$ cat src/logic/axi4l_params.svh
`ifndef AXI4L_PARAMS_SVH
`define AXI4L_PARAMS_SVH

// Bus geometry
`define AXI4L_ADDR_WID 32
`define AXI4L_DATA_WID 32
`define AXI4L_STRB_WID 4

// Default controller timeouts in clock cycles
`define AXI4L_WR_TIMEOUT 16
`define AXI4L_RD_TIMEOUT 16

// Scratch window sits at the bottom of the map
`define AXI4L_NUM_SCRATCH 6

// Returned to the host when a read never completes
`define AXI4L_BAD_ACCESS_DATA 32'hDEADBEEF

// Read-only identification word
`define AXI4L_ID_VALUE 32'hA4100001

`endif

$ cat src/logic/axi4l_pkg.sv
`include "axi4l_params.svh"

package axi4l_pkg;

    // --------------------------------------------------
    // Response codes
    // --------------------------------------------------
    typedef enum logic [1:0] {
        RESP_OKAY   = 2'b00,
        RESP_EXOKAY = 2'b01,
        RESP_SLVERR = 2'b10,
        RESP_DECERR = 2'b11
    } resp_t;

    // --------------------------------------------------
    // Channel bundles
    // --------------------------------------------------
    // Master to target bundle of 105 bits
    typedef struct packed {
        logic                       awvalid;
        logic [`AXI4L_ADDR_WID-1:0] awaddr;
        logic                       wvalid;
        logic [`AXI4L_DATA_WID-1:0] wdata;
        logic [`AXI4L_STRB_WID-1:0] wstrb;
        logic                       bready;
        logic                       arvalid;
        logic [`AXI4L_ADDR_WID-1:0] araddr;
        logic                       rready;
    } axi4l_req_t;

    // Target to master bundle of 41 bits
    typedef struct packed {
        logic                       awready;
        logic                       wready;
        logic                       bvalid;
        resp_t                      bresp;
        logic                       arready;
        logic                       rvalid;
        resp_t                      rresp;
        logic [`AXI4L_DATA_WID-1:0] rdata;
    } axi4l_rsp_t;

    // --------------------------------------------------
    // Address map helpers
    // --------------------------------------------------
    // First byte address past the scratch registers
    localparam logic [`AXI4L_ADDR_WID-1:0] SCRATCH_END =
        `AXI4L_ADDR_WID'(`AXI4L_NUM_SCRATCH * 4);

    // Low address bits fall inside the same word, so a byte compare is enough
    function automatic logic is_scratch(input logic [`AXI4L_ADDR_WID-1:0] addr);
        return addr < SCRATCH_END;
    endfunction

endpackage : axi4l_pkg

$ cat src/logic/axi4l_controller.sv
`include "axi4l_params.svh"

module axi4l_controller #(
    parameter int WR_TIMEOUT = `AXI4L_WR_TIMEOUT,
    parameter int RD_TIMEOUT = `AXI4L_RD_TIMEOUT
) (
    input  logic                       clk,
    input  logic                       srst,
    input  logic                       wr,
    input  logic [`AXI4L_ADDR_WID-1:0] wr_addr,
    input  logic [`AXI4L_DATA_WID-1:0] wr_data,
    input  logic [`AXI4L_STRB_WID-1:0] wr_strb,
    output logic                       wr_ack,
    output axi4l_pkg::resp_t           wr_resp,
    input  logic                       rd,
    input  logic [`AXI4L_ADDR_WID-1:0] rd_addr,
    output logic [`AXI4L_DATA_WID-1:0] rd_data,
    output logic                       rd_ack,
    output axi4l_pkg::resp_t           rd_resp,
    output axi4l_pkg::axi4l_req_t      axi_req,
    input  axi4l_pkg::axi4l_rsp_t      axi_rsp
);
    import axi4l_pkg::*;

    // Room for several timed-out accesses still owed by the target
    localparam int STALE_WID = 4;

    logic                       awvalid;
    logic                       wvalid;
    logic [`AXI4L_ADDR_WID-1:0] awaddr;
    logic [`AXI4L_DATA_WID-1:0] wdata;
    logic [`AXI4L_STRB_WID-1:0] wstrb;
    logic                       wr_pending;
    logic                       wr_timeout;
    logic [STALE_WID-1:0]       wr_stale;
    logic                       bready;
    logic                       b_hs;
    logic                       b_live;
    logic                       wr_done;

    logic                       arvalid;
    logic [`AXI4L_ADDR_WID-1:0] araddr;
    logic                       rd_pending;
    logic                       rd_timeout;
    logic [STALE_WID-1:0]       rd_stale;
    logic                       rready;
    logic                       r_hs;
    logic                       r_live;
    logic                       rd_done;

    // --------------------------------------------------
    // Write path
    // --------------------------------------------------
    always_ff @(posedge clk) begin
        if (srst) begin
            awvalid <= 1'b0;
            wvalid  <= 1'b0;
        end else if (wr) begin
            awvalid <= 1'b1;
            wvalid  <= 1'b1;
        end else begin
            // Each channel drops on its own handshake
            if (axi_rsp.awready) awvalid <= 1'b0;
            if (axi_rsp.wready)  wvalid  <= 1'b0;
        end
    end

    always_ff @(posedge clk) begin
        if (wr) begin
            awaddr <= wr_addr;
            wdata  <= wr_data;
            wstrb  <= wr_strb;
        end
    end

    // Keep draining late responses after a timeout
    assign bready  = wr_pending || (wr_stale != '0);
    assign b_hs    = bready && axi_rsp.bvalid;
    assign b_live  = b_hs && (wr_stale == '0);
    assign wr_done = wr_pending && (b_live || wr_timeout);

    always_ff @(posedge clk) begin
        if (srst) begin
            wr_pending <= 1'b0;
            wr_stale   <= '0;
            wr_ack     <= 1'b0;
            wr_resp    <= RESP_OKAY;
        end else begin
            wr_ack <= wr_done;
            if (wr)
                wr_pending <= 1'b1;
            else if (wr_done)
                wr_pending <= 1'b0;
            wr_stale <= wr_stale + STALE_WID'(wr_timeout && !b_live)
                                 - STALE_WID'(b_hs && (wr_stale != '0));
            if (wr_done)
                wr_resp <= b_live ? axi_rsp.bresp : RESP_SLVERR;
        end
    end

    generate
        if (WR_TIMEOUT > 0) begin : g_wr_timer
            localparam int TIMER_WID = $clog2(WR_TIMEOUT + 1);
            logic [TIMER_WID-1:0] wr_timer;

            always_ff @(posedge clk) begin
                if (srst || !wr_pending)
                    wr_timer <= '0;
                else
                    wr_timer <= wr_timer + 1'b1;
            end
            assign wr_timeout = wr_pending && (wr_timer == TIMER_WID'(WR_TIMEOUT - 1));
        end else begin : g_no_wr_timer
            assign wr_timeout = 1'b0;
        end
    endgenerate

    // --------------------------------------------------
    // Read path
    // --------------------------------------------------
    always_ff @(posedge clk) begin
        if (srst)
            arvalid <= 1'b0;
        else if (rd)
            arvalid <= 1'b1;
        else if (axi_rsp.arready)
            arvalid <= 1'b0;
    end

    always_ff @(posedge clk) begin
        if (rd) araddr <= rd_addr;
    end

    assign rready  = rd_pending || (rd_stale != '0);
    assign r_hs    = rready && axi_rsp.rvalid;
    assign r_live  = r_hs && (rd_stale == '0);
    assign rd_done = rd_pending && (r_live || rd_timeout);

    always_ff @(posedge clk) begin
        if (srst) begin
            rd_pending <= 1'b0;
            rd_stale   <= '0;
            rd_ack     <= 1'b0;
            rd_resp    <= RESP_OKAY;
        end else begin
            rd_ack <= rd_done;
            if (rd)
                rd_pending <= 1'b1;
            else if (rd_done)
                rd_pending <= 1'b0;
            rd_stale <= rd_stale + STALE_WID'(rd_timeout && !r_live)
                                 - STALE_WID'(r_hs && (rd_stale != '0));
            if (rd_done)
                rd_resp <= r_live ? axi_rsp.rresp : RESP_SLVERR;
        end
    end

    always_ff @(posedge clk) begin
        if (rd_done) rd_data <= r_live ? axi_rsp.rdata : `AXI4L_BAD_ACCESS_DATA;
    end

    generate
        if (RD_TIMEOUT > 0) begin : g_rd_timer
            localparam int TIMER_WID = $clog2(RD_TIMEOUT + 1);
            logic [TIMER_WID-1:0] rd_timer;

            always_ff @(posedge clk) begin
                if (srst || !rd_pending)
                    rd_timer <= '0;
                else
                    rd_timer <= rd_timer + 1'b1;
            end
            assign rd_timeout = rd_pending && (rd_timer == TIMER_WID'(RD_TIMEOUT - 1));
        end else begin : g_no_rd_timer
            assign rd_timeout = 1'b0;
        end
    endgenerate

    always_comb begin
        axi_req.awvalid = awvalid;
        axi_req.awaddr  = awaddr;
        axi_req.wvalid  = wvalid;
        axi_req.wdata   = wdata;
        axi_req.wstrb   = wstrb;
        axi_req.bready  = bready;
        axi_req.arvalid = arvalid;
        axi_req.araddr  = araddr;
        axi_req.rready  = rready;
    end

    // Host side has no back-pressure
    assert property (@(posedge clk) disable iff (srst) wr |-> !wr_pending)
        else $error("write strobe while a write is outstanding");
    assert property (@(posedge clk) disable iff (srst) rd |-> !rd_pending)
        else $error("read strobe while a read is outstanding");

endmodule : axi4l_controller

$ cat src/logic/axi4l_reg_file.sv
`include "axi4l_params.svh"

module axi4l_reg_file (
    input  logic                       clk,
    input  logic                       srst,
    input  logic                       reg_wr_en,
    input  logic [`AXI4L_ADDR_WID-1:0] reg_wr_addr,
    input  logic [`AXI4L_DATA_WID-1:0] reg_wr_data,
    input  logic [`AXI4L_STRB_WID-1:0] reg_wr_strb,
    input  logic                       reg_rd_en,
    input  logic [`AXI4L_ADDR_WID-1:0] reg_rd_addr,
    output logic [`AXI4L_DATA_WID-1:0] rd_value,
    output axi4l_pkg::resp_t           wr_result,
    output axi4l_pkg::resp_t           rd_result,
    output logic [7:0]                 wait_states
);
    import axi4l_pkg::*;

    localparam int IDX_WID = $clog2(`AXI4L_NUM_SCRATCH);
    localparam logic [`AXI4L_ADDR_WID-1:0] WAIT_ADDR = 'h18;
    localparam logic [`AXI4L_ADDR_WID-1:0] ID_ADDR   = 'h1C;

    logic [`AXI4L_DATA_WID-1:0] scratch [`AXI4L_NUM_SCRATCH];
    logic [`AXI4L_ADDR_WID-1:0] wr_word;
    logic [`AXI4L_ADDR_WID-1:0] rd_word;
    logic [IDX_WID-1:0]         wr_idx;
    logic [IDX_WID-1:0]         rd_idx;

    // Word decode ignores the byte offset
    assign wr_word = {reg_wr_addr[`AXI4L_ADDR_WID-1:2], 2'b00};
    assign rd_word = {reg_rd_addr[`AXI4L_ADDR_WID-1:2], 2'b00};
    assign wr_idx  = reg_wr_addr[IDX_WID+1:2];
    assign rd_idx  = reg_rd_addr[IDX_WID+1:2];

    // --------------------------------------------------
    // Storage
    // --------------------------------------------------
    always_ff @(posedge clk) begin
        if (reg_wr_en && is_scratch(wr_word)) begin
            for (int b = 0; b < `AXI4L_STRB_WID; b++) begin
                if (reg_wr_strb[b]) scratch[wr_idx][8*b +: 8] <= reg_wr_data[8*b +: 8];
            end
        end
    end

    // Only byte lane 0 is implemented
    always_ff @(posedge clk) begin
        if (srst)
            wait_states <= '0;
        else if (reg_wr_en && wr_word == WAIT_ADDR && reg_wr_strb[0])
            wait_states <= reg_wr_data[7:0];
    end

    // --------------------------------------------------
    // Responses
    // --------------------------------------------------
    always_comb begin
        if (is_scratch(wr_word) || wr_word == WAIT_ADDR) wr_result = RESP_OKAY;
        else if (wr_word == ID_ADDR)                     wr_result = RESP_SLVERR;
        else                                             wr_result = RESP_DECERR;
    end

    always_comb begin
        rd_value  = '0;
        rd_result = RESP_DECERR;
        if (reg_rd_en) begin
            rd_result = RESP_OKAY;
            if (is_scratch(rd_word))    rd_value = scratch[rd_idx];
            else if (rd_word == WAIT_ADDR) rd_value = `AXI4L_DATA_WID'(wait_states);
            else if (rd_word == ID_ADDR)   rd_value = `AXI4L_ID_VALUE;
            else                           rd_result = RESP_DECERR;
        end
    end

endmodule : axi4l_reg_file

$ cat src/logic/axi4l_reg_subsys.sv
`include "axi4l_params.svh"

module axi4l_reg_subsys (
    input  logic                       clk,
    input  logic                       srst,
    input  logic                       wr,
    input  logic [`AXI4L_ADDR_WID-1:0] wr_addr,
    input  logic [`AXI4L_DATA_WID-1:0] wr_data,
    input  logic [`AXI4L_STRB_WID-1:0] wr_strb,
    output logic                       wr_ack,
    output axi4l_pkg::resp_t           wr_resp,
    input  logic                       rd,
    input  logic [`AXI4L_ADDR_WID-1:0] rd_addr,
    output logic [`AXI4L_DATA_WID-1:0] rd_data,
    output logic                       rd_ack,
    output axi4l_pkg::resp_t           rd_resp
);
    import axi4l_pkg::*;

    axi4l_req_t                 axi_req;
    axi4l_rsp_t                 axi_rsp;
    logic                       reg_wr_en;
    logic [`AXI4L_ADDR_WID-1:0] reg_wr_addr;
    logic [`AXI4L_DATA_WID-1:0] reg_wr_data;
    logic [`AXI4L_STRB_WID-1:0] reg_wr_strb;
    logic                       reg_rd_en;
    logic [`AXI4L_ADDR_WID-1:0] reg_rd_addr;
    logic [`AXI4L_DATA_WID-1:0] rd_value;
    resp_t                      wr_result;
    resp_t                      rd_result;
    logic [7:0]                 wait_states;

    // Host strobes to AXI4-Lite
    axi4l_controller ctrl_i (
        .clk, .srst,
        .wr, .wr_addr, .wr_data, .wr_strb, .wr_ack, .wr_resp,
        .rd, .rd_addr, .rd_data, .rd_ack, .rd_resp,
        .axi_req, .axi_rsp
    );

    axi4l_reg_target target_i (
        .clk, .srst, .axi_req, .axi_rsp,
        .reg_wr_en, .reg_wr_addr, .reg_wr_data, .reg_wr_strb,
        .reg_rd_en, .reg_rd_addr,
        .rd_value, .wr_result, .rd_result, .wait_states
    );

    axi4l_reg_file regs_i (
        .clk, .srst,
        .reg_wr_en, .reg_wr_addr, .reg_wr_data, .reg_wr_strb,
        .reg_rd_en, .reg_rd_addr,
        .rd_value, .wr_result, .rd_result, .wait_states
    );

endmodule : axi4l_reg_subsys

$ cat src/logic/axi4l_reg_target.sv
`include "axi4l_params.svh"

module axi4l_reg_target (
    input  logic                       clk,
    input  logic                       srst,
    input  axi4l_pkg::axi4l_req_t      axi_req,
    output axi4l_pkg::axi4l_rsp_t      axi_rsp,
    output logic                       reg_wr_en,
    output logic [`AXI4L_ADDR_WID-1:0] reg_wr_addr,
    output logic [`AXI4L_DATA_WID-1:0] reg_wr_data,
    output logic [`AXI4L_STRB_WID-1:0] reg_wr_strb,
    output logic                       reg_rd_en,
    output logic [`AXI4L_ADDR_WID-1:0] reg_rd_addr,
    input  logic [`AXI4L_DATA_WID-1:0] rd_value,
    input  axi4l_pkg::resp_t           wr_result,
    input  axi4l_pkg::resp_t           rd_result,
    input  logic [7:0]                 wait_states
);
    import axi4l_pkg::*;

    logic                       in_service;
    logic                       aw_full;
    logic                       w_full;
    logic [`AXI4L_ADDR_WID-1:0] aw_addr;
    logic [`AXI4L_DATA_WID-1:0] w_data;
    logic [`AXI4L_STRB_WID-1:0] w_strb;
    logic                       wr_issue;
    logic                       wr_busy;
    logic                       wr_scratch;
    logic [7:0]                 wr_cnt;
    logic                       bvalid;
    resp_t                      bresp;
    logic                       rd_issue;
    logic                       rd_busy;
    logic                       rd_scratch;
    logic [7:0]                 rd_cnt;
    logic                       rvalid;
    resp_t                      rresp;
    logic [`AXI4L_DATA_WID-1:0] rdata;

    // Ready outputs stay low until the cycle after reset
    always_ff @(posedge clk) begin
        if (srst) in_service <= 1'b0;
        else      in_service <= 1'b1;
    end

    // --------------------------------------------------
    // Write side
    // --------------------------------------------------
    always_ff @(posedge clk) begin
        if (srst) begin
            aw_full <= 1'b0;
            w_full  <= 1'b0;
        end else begin
            if (axi_req.awvalid && axi_rsp.awready) aw_full <= 1'b1;
            else if (wr_issue)                      aw_full <= 1'b0;
            if (axi_req.wvalid && axi_rsp.wready)   w_full  <= 1'b1;
            else if (wr_issue)                      w_full  <= 1'b0;
        end
    end

    always_ff @(posedge clk) begin
        if (axi_req.awvalid && axi_rsp.awready) aw_addr <= axi_req.awaddr;
        if (axi_req.wvalid && axi_rsp.wready) begin
            w_data <= axi_req.wdata;
            w_strb <= axi_req.wstrb;
        end
    end

    // One write in the response stage at a time
    assign wr_issue    = aw_full && w_full && !wr_busy;
    assign reg_wr_en   = wr_issue;
    assign reg_wr_addr = aw_addr;
    assign reg_wr_data = w_data;
    assign reg_wr_strb = w_strb;

    // Wait count follows the live register, so lowering it releases a stalled reply
    always_ff @(posedge clk) begin
        if (srst) begin
            wr_busy <= 1'b0;
            wr_cnt  <= '0;
            bvalid  <= 1'b0;
        end else if (wr_issue) begin
            wr_busy <= 1'b1;
            wr_cnt  <= '0;
        end else if (wr_busy && !bvalid) begin
            if (!wr_scratch || wr_cnt >= wait_states) bvalid <= 1'b1;
            else                                      wr_cnt <= wr_cnt + 1'b1;
        end else if (bvalid && axi_req.bready) begin
            bvalid  <= 1'b0;
            wr_busy <= 1'b0;
        end
    end

    always_ff @(posedge clk) begin
        if (wr_issue) begin
            bresp      <= wr_result;
            wr_scratch <= is_scratch(aw_addr);
        end
    end

    // --------------------------------------------------
    // Read side
    // --------------------------------------------------
    // AR goes straight to the register file when the read stage is free
    assign rd_issue    = axi_req.arvalid && axi_rsp.arready;
    assign reg_rd_en   = rd_issue;
    assign reg_rd_addr = axi_req.araddr;

    always_ff @(posedge clk) begin
        if (srst) begin
            rd_busy <= 1'b0;
            rd_cnt  <= '0;
            rvalid  <= 1'b0;
        end else if (rd_issue) begin
            rd_busy <= 1'b1;
            rd_cnt  <= '0;
        end else if (rd_busy && !rvalid) begin
            if (!rd_scratch || rd_cnt >= wait_states) rvalid <= 1'b1;
            else                                      rd_cnt <= rd_cnt + 1'b1;
        end else if (rvalid && axi_req.rready) begin
            rvalid  <= 1'b0;
            rd_busy <= 1'b0;
        end
    end

    always_ff @(posedge clk) begin
        if (rd_issue) begin
            rdata      <= rd_value;
            rresp      <= rd_result;
            rd_scratch <= is_scratch(axi_req.araddr);
        end
    end

    always_comb begin
        axi_rsp.awready = in_service && !aw_full;
        axi_rsp.wready  = in_service && !w_full;
        axi_rsp.bvalid  = bvalid;
        axi_rsp.bresp   = bresp;
        axi_rsp.arready = in_service && !rd_busy;
        axi_rsp.rvalid  = rvalid;
        axi_rsp.rresp   = rresp;
        axi_rsp.rdata   = rdata;
    end

    // A response, once offered, holds until the master takes it
    assert property (@(posedge clk) disable iff (srst)
        axi_rsp.bvalid && !axi_req.bready |=> axi_rsp.bvalid && $stable(axi_rsp.bresp))
        else $error("bvalid dropped before bready");
    assert property (@(posedge clk) disable iff (srst)
        axi_rsp.rvalid && !axi_req.rready |=> axi_rsp.rvalid && $stable(axi_rsp.rdata))
        else $error("rvalid dropped before rready");

endmodule : axi4l_reg_target

$ cat config.mk
export PLATFORM = sky130hd
export DESIGN_NAME = axi4l_reg_subsys
export DESIGN_NICKNAME = d
export VERILOG_FILES = /design/src/logic/axi4l_pkg.sv /design/src/logic/axi4l_controller.sv /design/src/logic/axi4l_reg_file.sv /design/src/logic/axi4l_reg_subsys.sv /design/src/logic/axi4l_reg_target.sv
export VERILOG_INCLUDE_DIRS = /design/src /design/src/logic
export SDC_FILE = /design/constraint.sdc
export NUM_CORES = 1
export LEC_CHECK = 0
export BUFFER_PORTS_ARGS = -buffer_cell sky130_fd_sc_hd__buf_2
export CAP_MARGIN = 30
export CORE_AREA = 2 2 189 191
export CTS_BUF_LIST = sky130_fd_sc_hd__clkbuf_8
export CTS_CLUSTER_DIAMETER = 80
export DETAILED_ROUTE_END_ITERATION = 10
export DIE_AREA = 0 0 191 193
export PLACE_DENSITY = 0.79
export SLEW_MARGIN = 10
export SYNTH_ARGS = -nofsm -noshare
export SYNTH_HDL_FRONTEND = slang
export SYNTH_HIERARCHICAL = 1
export SYNTH_SLANG_ARGS = --single-unit
$ cat constraint.sdc
create_clock -name clk -period 3.02 [get_ports clk]
set_input_delay 0.302 -clock clk [delete_from_list [all_inputs] [get_ports clk]]
set_output_delay 0.302 -clock clk [all_outputs]
set_load 0.05 [all_outputs]
[Yosys cells after proc, flatten, opt, wreduce, memory -nomap -nowiden]
Memories as Yosys holds them, arrays and structs flattened. A register that Yosys moved wholly into a read port is not among the register bits.
Cells that the tools add are included.
Word-level totals
  memories: 1
  input port bits: 104
  register bits: 298
  RAM bits: 192
  logic and storage cells: 179
  output and inout port bits: 38
Cells by class
  mux-type cells: 44
  $lt $le $gt $ge: 6
  equality and inequality tests: 10
  bitwise operators: 4
  $add $sub $neg: 8
  reduce and logical (&&, ||, !) cells: 70
Memories
  regs_i.scratch: depth 6, width 32, read ports 1, clocked after memory_dff 1, wr ports 1, line axi4l_reg_file.sv:23  | logic [`AXI4L_DATA_WID-1:0] scratch [`AXI4L_NUM_SCRATCH];
Operators with widths (number)
  32-bit by 5-bit < comparator with 1-bit output (second input constant): 4
  30-bit by 3-bit == test with 1-bit output (second input constant): 4
  32-bit two-way mux: 3
  1-bit two-way mux: 37
  1-bit logical AND: 25
  2-bit nonzero test: 11
  8-bit by 1-bit adder with 8-bit output (second input constant): 2
  8-bit >= comparator: 2
  1-bit logical NOT: 12
  5-bit by 1-bit adder with 5-bit output (second input constant): 2
  5-bit by 4-bit == test with 1-bit output (second input constant): 2
  1-bit logical OR: 9
  4-bit by 1-bit adder with 4-bit output: 2
  4-bit logical NOT: 2
  2-bit AND reduction: 4
  4-bit nonzero test: 2
  4-bit by 1-bit subtractor with 4-bit output: 2
  2-bit two-way mux: 3
  2-bit inequality test (second input constant): 3
  3-bit AND reduction: 2
  2-bit OR reduction: 3
  1-bit inverter: 4
  3-bit two-way mux: 1
  2-bit by 1-bit inequality test with 1-bit output (second input constant): 1

[Depth between registers and ports, before layout]
Gate-level depths: netlist of the first run.
  word-level depth: 8
  gate-level depth with buffers: 12
  depth with buffers taken out: 12

[Cells and area by module]
The synthesis of the first run kept the hierarchy.
By module, submodules not included
  axi4l_reg_file: area an instance 8259.2 um^2, cells an instance 457, seq. area each 5925.7 um^2, times used 1
  axi4l_controller: area an instance 5595.4 um^2, cells an instance 320, seq. area each 4544.4 um^2, times used 1
  axi4l_reg_target: area an instance 5001.0 um^2, cells an instance 339, seq. area each 3643.5 um^2, times used 1

[Worst setup path after synthesis of the first run]
No wires, ideal clock.
  path kind: register to register
  from: register target_i/in_service (netlist name)
  to: register target_i.rdata[7], data pin
  buffers on the path: 1
  data arrival time: 2.265 ns
  slack: 0.623 ns
  cell stages (with the launch flop): 9
  clock period less this slack: 2.397 ns
  library setup time: 0.132 ns
  data required time: 2.888 ns
  cell sequence: dfxtp_1 -> nor2b_1 -> nand2_1 -> inv_1 -> inv_1 -> nor2_1 -> and3_1 -> clkbuf_1 -> a22o_1
RTL lines
  end signal: assignment: line axi4l_reg_target.sv:129  | rdata <= rd_value;
  end: declaration: line axi4l_reg_target.sv:39  | logic [`AXI4L_DATA_WID-1:0] rdata;

[Worst setup path after layout of the first run]
  from: register target_i.aw_addr[20] (netlist: target_i/reg_wr_addr[20])
  to: memory regs_i/scratch[2][5] (netlist name) (enable)
Between the ends
  cells in the longest elaborated chain, start to end: 4
Ends and longest elaborated chain
  start: declaration: line axi4l_reg_target.sv:24  | logic [`AXI4L_ADDR_WID-1:0] aw_addr;
  start signal: assignment: line axi4l_reg_target.sv:63  | if (axi_req.awvalid && axi_rsp.awready) aw_addr <= axi_req.awaddr;
  32-bit by 5-bit < comparator with 1-bit output: line axi4l_pkg.sv:52  | return addr < SCRATCH_END;
  1-bit logical AND: line axi4l_reg_file.sv:39  | if (reg_wr_en && is_scratch(wr_word)) begin
  1-bit two-way mux: line axi4l_reg_file.sv:39
  1-bit two-way mux (implied by the code): line axi4l_reg_file.sv:41  | if (reg_wr_strb[b]) scratch[wr_idx][8*b +: 8] <= reg_wr_data[8*b +: 8];
  end: declaration: line axi4l_reg_file.sv:23
No other way between the ends.

==> results.py, run 1 <==
metrics = {
    "setup_path": {
        "r2r_setup_slack_ns": 0.47,
        "crit_required_ns": 3.23,
        "crit_cells": 5,
        "reg2reg_to": "regs_i/scratch[2][5]",
        "timing.critical_path.buf_inv": 1,
        "startpoint_type": "flop",
        "rr_worst_depth": 5,
        "end_kind": "flop",
        "crit_fanout": 24,
        "crit_type": "reg2reg",
        "cp_slowest_cell": "and3_1",
        "rr_startpoint": "target_i/reg_wr_addr[20]",
        "cpPeakStageDelay_ns": 0.49,
        "crit_family": "simple AND/OR/NAND/NOR gates",
        "path_cells": "nor4_4 -> nand4_4 -> nor4_4 -> buf_4 -> and3_1",
        "worstPathArrival_ns": 2.77,
        "crit_path_frequent_cell": "nor4_4",
    },
    "flow_run": {
        "maxCapViolations": 0,
    },
    "sta": {
        "fin_crit_sh_pct": 84.55,
        "slew_viol_final": 0,
        "period_minus_slack_ns": 2.553,
        "setup_violations": 0,
        "fin_setup_tns_ns": 0,
        "slew_headroom_pct": 40.19,
        "rsz0062_at_grt": "no",
        "worst_slack_ns": 0.4665,
        "worst_slew_pin_slew_ns": 0.8903,
        "hold_ws_ns": 0.2125,
        "max_freq_ghz": 0.3916,
        "finClkSkew_ns": 0.03276,
        "hold_viol": 0,
    },
    "placed_design": {
        "post-place-ws_ns": 0.5362,
        "dp_hpwl_mm": 22.68,
        "place_congestion": 0.8225,
        "place_area_mm2": 0.01963,
        "placement.io_buffers": 137,
    },
    "synth": {
        "syn_area_per_cell_um2": 16.84,
        "syn_inst": 1108,
        "yosys_warnings": 6,
        "synthesis.nets": 1246,
        "synthesis.area_mm2": 0.01866,
    },
    "hold_path": {
        "worstHoldPathType": "in2reg",
        "hp-start": "srst",
        "hold_end": "ctrl_i/wr_stale[1]",
        "min_path_cells": 2,
    },
    "global_routing": {
        "grt_usage_pct": 20.28,
        "grt_util_met2_pct": 32.55,
        "use_met1_pct": 27.27,
        "grt_overflow": 0,
        "grt_max_degree": 60,
        "top_usage_layer": "met2",
        "antenna_found_initial": 0,
        "use_met3_pct": 4.543,
        "grt_first_pass_wirelength_mm": 56.75,
        "first_global_vias": 10390,
    },
    "route": {
        "dr.pass1.iters": 5,
        "postRouteAntennaNets": 0,
        "routed_wirelength_mm": 36.81,
        "first_iter_violations": 925,
        "wl_per_cell_um": 19.59,
        "vias": 10290,
        "drc": 0,
        "routed_via_density": 5.477,
    },
    "cts": {
        "cts.hold.buffers_added": 96,
        "cts_tree": "built",
        "post_cts_buffers": 0,
        "path_clk_slew_ns": 0.06,
        "cts_sinks": 484,
        "clk_latency_ns": 0.60,
        "htree_num_levels": 3,
        "cts-buffers-inserted": 74,
        "clock_path_buffers": 3,
        "post_cts_resized": 0,
        "cts_root_buf": "clkbuf_8",
    },
    "floorplanning": {
        "io_pins": 142,
        "initial_core_util_pct": 53.37,
        "dieWidth_um": 191,
        "die-area_mm2": 0.03686,
        "num_rows": 69,
        "fp.dieH_um": 193,
        "fp.coreArea_mm2": 0.03496,
    },
    "power": {
        "p_leak_nw": 7.838,
        "p_per_area_mw_per_mm2": 607.8,
        "peakVddDrop_v": 0.0004880,
    },
    "cells_and_area": {
        "antenna_cells": 0,
        "final_nets": 1498,
        "final_core_util_pct": 62.93,
        "syn2layout_area_growth_pct": 17.92,
        "mostFrequentLayoutCells": "edfxtp_1 (424), buf_2 (137), dlygate4sd3_1 (96), clkbuf_8 (84), dfxtp_1 (60)",
        "drive_gt1_share_pct": 22.85,
        "mostFrequentLayoutCell": "edfxtp_1",
        "stdcell_area_mm2": 0.02200,
    },
    "run_status": {
        "status": "finished, final reports clean",
    },
}
[power breakdown]
group          switching, mW  internal (mW)  leakage (nW)  total, mW
Clock                   2.39           2.72         0.819       5.11
Sequential             0.121           7.47          4.42       7.59
Combinational          0.360          0.313          2.60      0.674
[per-stage QoR]
stage	instances	power (mW)
2_1_floorplan	1108	8.105
3_3_place_gp	1648	8.267
3_5_place_dp	1649	8.296
4_1_cts	1879	13.51
5_1_grt	1879	13.85
6_report	1879	13.37
[per-layer routing]
layer	part of all wire (%)	routed length, um
met1	42	15320
met2	48	17840
met3	7.4	2733
met4	2.5	919
met5	0	0
[how the worst max path moves through the flow]
stage | start | endpoint | slack (ns)
floorplan | target_i/in_service | target_i/rdata[7] | 0.62
global placement | target_i/reg_wr_addr[19] | regs_i/scratch[2][2] | 0.58
detailed placement | target_i/reg_wr_addr[20] | regs_i/scratch[3][15] | 0.54
CTS | target_i/reg_wr_addr[20] | regs_i/scratch[2][5] | 0.52
global route | target_i/reg_wr_addr[30] | regs_i/scratch[3][9] | 0.34
finish | target_i/reg_wr_addr[20] | regs_i/scratch[2][5] | 0.47
[layout make-up]
class	instances	area, um2
Timing Repair Buffer	254	1842
Clock inverter	50	261.5
Fill cell	2425	12960
Tap cell	461	576.8
Inverter	35	131.4
Sequential cell	484	13930
Multi-Input combinational cell	511	4104
Clock buffer	84	1156
[flip-flops by register name, indices dropped and copies added (netlist names), 4 cells and up]
| signal | flops |
|---|---|
| ctrl_i/g_wr_timer.wr_timer | 5 |
| target_i/reg_wr_strb | 4 |
| ctrl_i/g_rd_timer.rd_timer | 5 |
| ctrl_i/wstrb | 4 |
| ctrl_i/wr_stale | 4 |
| ctrl_i/awaddr | 30 |
| target_i/reg_wr_data | 32 |
| target_i/rdata | 32 |
| ctrl_i/araddr | 30 |
| regs_i/scratch | 192 |
| regs_i/wait_states | 8 |
| target_i/wr_cnt | 8 |
| target_i/rd_cnt | 8 |
| ctrl_i/rd_data | 32 |
| ctrl_i/rd_stale | 4 |
| ctrl_i/wdata | 32 |
| target_i/reg_wr_addr | 30 |
(Power assumes the default switching activity.)
==> run 2: changes to the inputs <==
- clock period: 3.02 -> 2.6 ns (I/O delays scaled with it)
==> results.py, run 2 (synthesized netlist as in run 1, its figures left out) <==
metrics = {
    "floorplanning": {
        "fp.coreArea_mm2": 0.03496,
        "dieWidth_um": 191,
        "fp.dieH_um": 193,
        "num_rows": 69,
        "io_pins": 142,
        "die-area_mm2": 0.03686,
        "initial_core_util_pct": 53.37,
    },
    "setup_path": {
        "cp_slowest_cell": "nor4_1",
        "cpPeakStageDelay_ns": 0.50,
        "end_kind": "flop",
        "crit_required_ns": 2.80,
        "timing.critical_path.buf_inv": 1,
        "startpoint_type": "flop",
        "path_cells": "nor4_1 -> nand2_1 -> nor4_4 -> buf_12 -> and3_1",
        "worstPathArrival_ns": 2.68,
        "crit_fanout": 24,
        "crit_type": "reg2reg",
        "crit_family": "simple AND/OR/NAND/NOR gates",
    },
    "sta": {
        "hold_ws_ns": 0.1641,
        "fin_setup_tns_ns": 0,
        "period_minus_slack_ns": 2.480,
        "slew_viol_final": 0,
        "worst_slew_pin_slew_ns": 0.8353,
        "setup_violations": 0,
        "rsz0062_at_grt": "no",
        "hold_viol": 0,
        "finClkSkew_ns": 0.04388,
        "fin_crit_sh_pct": 95.37,
        "max_freq_ghz": 0.4033,
        "slew_headroom_pct": 44.31,
    },
    "route": {
        "routed_wirelength_mm": 36.77,
        "first_iter_violations": 824,
        "wl_per_cell_um": 19.52,
        "postRouteAntennaNets": 0,
        "dr.pass1.iters": 4,
        "routed_via_density": 5.548,
        "vias": 10450,
        "drc": 0,
    },
    "placed_design": {
        "place_congestion": 0.8079,
        "dp_hpwl_mm": 22.65,
        "placement.io_buffers": 137,
        "place_inst": 1657,
    },
    "cts": {
        "htree_num_levels": 3,
        "cts_tree": "built",
        "cts.hold.buffers_added": 96,
        "post_cts_resized": 0,
        "clk_latency_ns": 0.60,
        "path_clk_slew_ns": 0.06,
        "cts_root_buf": "clkbuf_8",
        "cts-buffers-inserted": 76,
        "cts_sinks": 484,
        "clock_path_buffers": 3,
        "post_cts_buffers": 0,
    },
    "hold_path": {
        "worstHoldPathType": "in2reg",
    },
    "power": {
        "power.switching_mw": 3.320,
        "internal-power_mw": 12.07,
        "seqPwrFrac_pct": 57.2,
        "p_clk_share_pct": 37.6,
        "p_per_area_mw_per_mm2": 698.4,
        "p_leak_nw": 7.846,
        "peakVddDrop_v": 0.0004339,
        "finalPower_mw": 15.39,
        "p_comb_share_pct": 5.2,
        "netSwitchingFraction_pct": 21.58,
    },
    "cells_and_area": {
        "seqCellArea_mm2": 0.01393,
        "fin_cells": 1883,
        "mostFrequentLayoutCell": "edfxtp_1",
        "syn2layout_area_growth_pct": 18.07,
        "largest_reg_flops": 192,
        "top_register": "regs_i/scratch",
        "drive_gt1_share_pct": 22.86,
        "multi_input_area_mm2": 0.004104,
        "mostFrequentLayoutCells": "edfxtp_1 (424), buf_2 (137), dlygate4sd3_1 (96), clkbuf_8 (80), dfxtp_1 (60)",
        "antenna_cells": 0,
        "final_nets": 1509,
        "fillers": 2429,
    },
    "global_routing": {
        "grt_max_degree": 60,
        "antenna_found_initial": 1,
        "grt_first_pass_wirelength_mm": 56.84,
        "grt_usage_pct": 20.38,
        "first_global_vias": 10470,
        "grt_overflow": 0,
    },
    "run_status": {
        "status": "finished, final reports clean",
    },
    "flow_run": {
        "maxCapViolations": 0,
    },
}
## run 2: worst reg2reg max path: stages, from the launching register on
cell and delay, ns:
edfxtp_1 0.39, nor4_1 0.50, nand2_1 0.20, nor4_4 0.34, buf_12 0.19, and3_1 0.48
## run 2: per-stage QoR
step / instance area [um2] / utilization (%) / setup slack [ns]
floorplan: 18660 / - / 0.2027
global placement: 19710 / 56.38 / 0.2692
detailed placement: 19710 / 56.38 / 0.1860
CTS: 22020 / 62.99 / 0.1394
global route: 22030 / 63.01 / 0.03700
finish: 22030 / 63.01 / 0.1204
## run 2: worst paths after layout
| kind | slack (ns) | cells after the start | end | from |
|---|---|---|---|---|
| worst min-delay path | 0.16 | 2 | ctrl_i/wr_stale[1] | srst |
| worst max-delay path | 0.12 | 5 | regs_i/scratch[4][1] | target_i/reg_wr_addr[15] |
| worst min register to register | 0.41 | 0 | target_i/reg_wr_data[23] | ctrl_i/wdata[23] |
| worst max register to register | 0.12 | 5 | regs_i/scratch[4][1] | target_i/reg_wr_addr[15] |
## run 2: power by group through the flow
stage          combinational, mW  clock [mW]  sequential, mW
2_1_floorplan              0.461           0            8.95
3_3_place_gp               0.667           0            8.94
3_5_place_dp               0.691           0            8.96
4_1_cts                    0.803        5.92            8.79
5_1_grt                    0.877        6.28            8.82
6_report                   0.806        5.78            8.80
## run 2: cell type report
type | instances | area share (%)
multi-input cells | 511 | 18.63
repair buffers | 263 | 8.780
clock inverters | 49 | 1.141
inverters | 35 | 0.5963
clock buffers | 80 | 4.997
well taps | 461 | 2.618
flip-flops and latches | 484 | 63.24
## run 2: layer usage
| layer | up-vias | global-route usage, % | wire [um] |
|---|---|---|---|
| met1 | 5180 | 27.27 | 15490 |
| li1 | 4802 | - | - |
| met3 | 69 | 4.706 | 2723 |
| met4 | 0 | 6.768 | 727 |
| met2 | 396 | 33.33 | 17820 |
| met5 | - | 0 | 0 |
==> run 3: changes to the inputs <==
- CAP_MARGIN: 30 -> 40
- CTS_BUF_LIST: sky130_fd_sc_hd__clkbuf_8 -> unset
==> results.py, run 3 (synthesized netlist as in run 1, its figures left out) <==
metrics = {
    "setup_path": {
        "cpPeakStageDelay_ns": 0.56,
        "path_cells": "nor4_1 -> nand2_1 -> nor4_4 -> buf_12 -> and3_1",
        "crit_required_ns": 2.78,
        "crit_type": "reg2reg",
        "crit_family": "simple AND/OR/NAND/NOR gates",
        "crit_fanout": 24,
        "rr_worst_depth": 5,
        "end_kind": "flop",
        "worstPathArrival_ns": 2.73,
        "cp_slowest_cell": "nor4_1",
        "timing.critical_path.buf_inv": 1,
        "rr_startpoint": "target_i/reg_wr_addr[6]",
        "r2r_setup_slack_ns": 0.06,
        "reg2reg_to": "regs_i/scratch[2][8]",
        "startpoint_type": "flop",
    },
    "cells_and_area": {
        "top_register": "regs_i/scratch",
        "antenna_cells": 0,
        "final_nets": 1479,
        "final_core_util_pct": 63.34,
        "drive_gt1_share_pct": 21.35,
        "syn2layout_area_growth_pct": 18.67,
        "stdcell_area_mm2": 0.02215,
        "largest_reg_flops": 192,
        "mostFrequentLayoutCell": "edfxtp_1",
        "mostFrequentLayoutCells": "edfxtp_1 (424), buf_2 (137), dlygate4sd3_1 (96), dfxtp_1 (60), nor2_1 (54)",
    },
    "sta": {
        "fin_crit_sh_pct": 97.81,
        "hold_viol": 0,
        "slew_headroom_pct": 46.60,
        "worst_slew_pin_slew_ns": 0.8010,
        "max_freq_ghz": 0.3932,
        "rsz0062_at_grt": "no",
        "period_minus_slack_ns": 2.543,
        "slew_viol_final": 0,
        "fin_setup_tns_ns": 0,
        "setup_violations": 0,
        "finClkSkew_ns": 0.02313,
    },
    "cts": {
        "clk_latency_ns": 0.56,
        "clock_path_buffers": 3,
        "cts-buffers-inserted": 47,
        "cts_tree": "built",
        "htree_num_levels": 2,
        "cts_sinks": 484,
        "post_cts_buffers": 0,
        "path_clk_slew_ns": 0.06,
        "cts_root_buf": "clkbuf_16",
    },
    "placed_design": {
        "place_area_mm2": 0.01971,
        "place_congestion": 0.8079,
        "placement.io_buffers": 137,
        "dp_hpwl_mm": 22.65,
    },
    "power": {
        "netSwitchingFraction_pct": 20.42,
        "p_clk_share_pct": 40.3,
        "power.switching_mw": 3.284,
        "internal-power_mw": 12.80,
        "seqPwrFrac_pct": 54.7,
        "p_comb_share_pct": 5.0,
        "p_per_area_mw_per_mm2": 726.3,
        "p_leak_nw": 7.770,
        "peakVddDrop_v": 0.0006563,
    },
    "floorplanning": {
        "io_pins": 142,
        "fp.dieH_um": 193,
        "dieWidth_um": 191,
        "num_rows": 69,
        "die-area_mm2": 0.03686,
        "initial_core_util_pct": 53.37,
        "fp.coreArea_mm2": 0.03496,
    },
    "route": {
        "wl_per_cell_um": 19.99,
        "postRouteAntennaNets": 0,
        "drc": 0,
        "dr.pass1.iters": 5,
        "routed_wirelength_mm": 36.75,
        "vias": 10340,
        "first_iter_violations": 778,
        "routed_via_density": 5.625,
    },
    "global_routing": {
        "first_global_vias": 10390,
        "grt_max_degree": 60,
        "antenna_found_initial": 1,
        "grt_usage_pct": 20.21,
        "grt_first_pass_wirelength_mm": 56.64,
        "grt_overflow": 0,
    },
    "flow_run": {
        "maxCapViolations": 0,
    },
    "run_status": {
        "status": "finished, final reports clean",
    },
    "hold_path": {
        "worstHoldPathType": "in2reg",
        "hold_end": "ctrl_i/wr_stale[1]",
        "hp-start": "srst",
        "min_path_cells": 2,
    },
}
## run 3: cell types whose count changed in the layout (fill, tap and decap cells not counted), moves of 4 or more
cell	change
clkbuf_8	-78
clkinv_2	-4
clkinv_1	-8
clkbuf_1	+18
inv_1	-23
clkbuf_16	+48
## run 3: cell type report
| class | instances | area [um2] |
|---|---|---|
| inverters | 35 | 131.4 |
| clock buffers | 68 | 1296 |
| clock inverters | 17 | 170.2 |
| flip-flops and latches | 484 | 13930 |
| well taps | 461 | 576.8 |
| repair buffers | 262 | 1927 |
| multi-input cells | 511 | 4110 |
| fillers | 2381 | 12820 |
## run 3: how the worst max path moves through the flow
stage,startpoint,endpoint,slack [ns],cells after the start
after floorplan,target_i/in_service,target_i/rdata[7],0.20,8
after global placement,target_i/reg_wr_addr[30],regs_i/scratch[1][13],0.27,5
after detailed placement,target_i/wr_cnt[0],target_i/wr_cnt[3],0.19,7
after CTS,target_i/reg_wr_addr[30],regs_i/scratch[2][11],0.09,5
after global routing,target_i/reg_wr_addr[30],regs_i/scratch[1][11],0.007,5
final,target_i/reg_wr_addr[6],regs_i/scratch[2][8],0.06,5
## run 3: power by group through the flow
stage	clock (mW)	combinational, mW	sequential (mW)
floorplan	0	0.461	8.95
global placement	0	0.667	8.94
detailed placement	0	0.691	8.96
CTS	6.57	0.806	8.79
global route	6.90	0.877	8.82
finish	6.48	0.811	8.79
## run 3: metal layers
metal  global-route usage [%]  routed length [um]
met5                        0                   0
met2                    33.14               17800
met3                    3.511                2360
met4                    7.662                1102
met1                    27.35               15490
## run 3: per-stage QoR
step           std cells  power [mW]  hold WS (ns)  setup slack (ns)
3_5_place_dp        1657       9.647        0.4045            0.1860
5_1_grt             1838       16.59        0.2270          0.006993
6_report            1838       16.08        0.2164           0.05695
3_3_place_gp        1657       9.608        0.4035            0.2692
4_1_cts             1838       16.17        0.1964           0.09331
2_1_floorplan       1108       9.415        0.3589            0.2027
## run 3: worst register-to-register path: cells and delay by family, from the launching register on
kind	cells	cell delay, ns
flip-flops	1	0.39
buffers and inverters	1	0.19
AND/OR/NAND/NOR	4	1.59
## run 3: what timing repair did
action,4_1_cts,5_1_grt
hold buffers,96,0
gates resized for setup,0,1
hold endpoints to repair,96,0
setup endpoints to repair,0,4
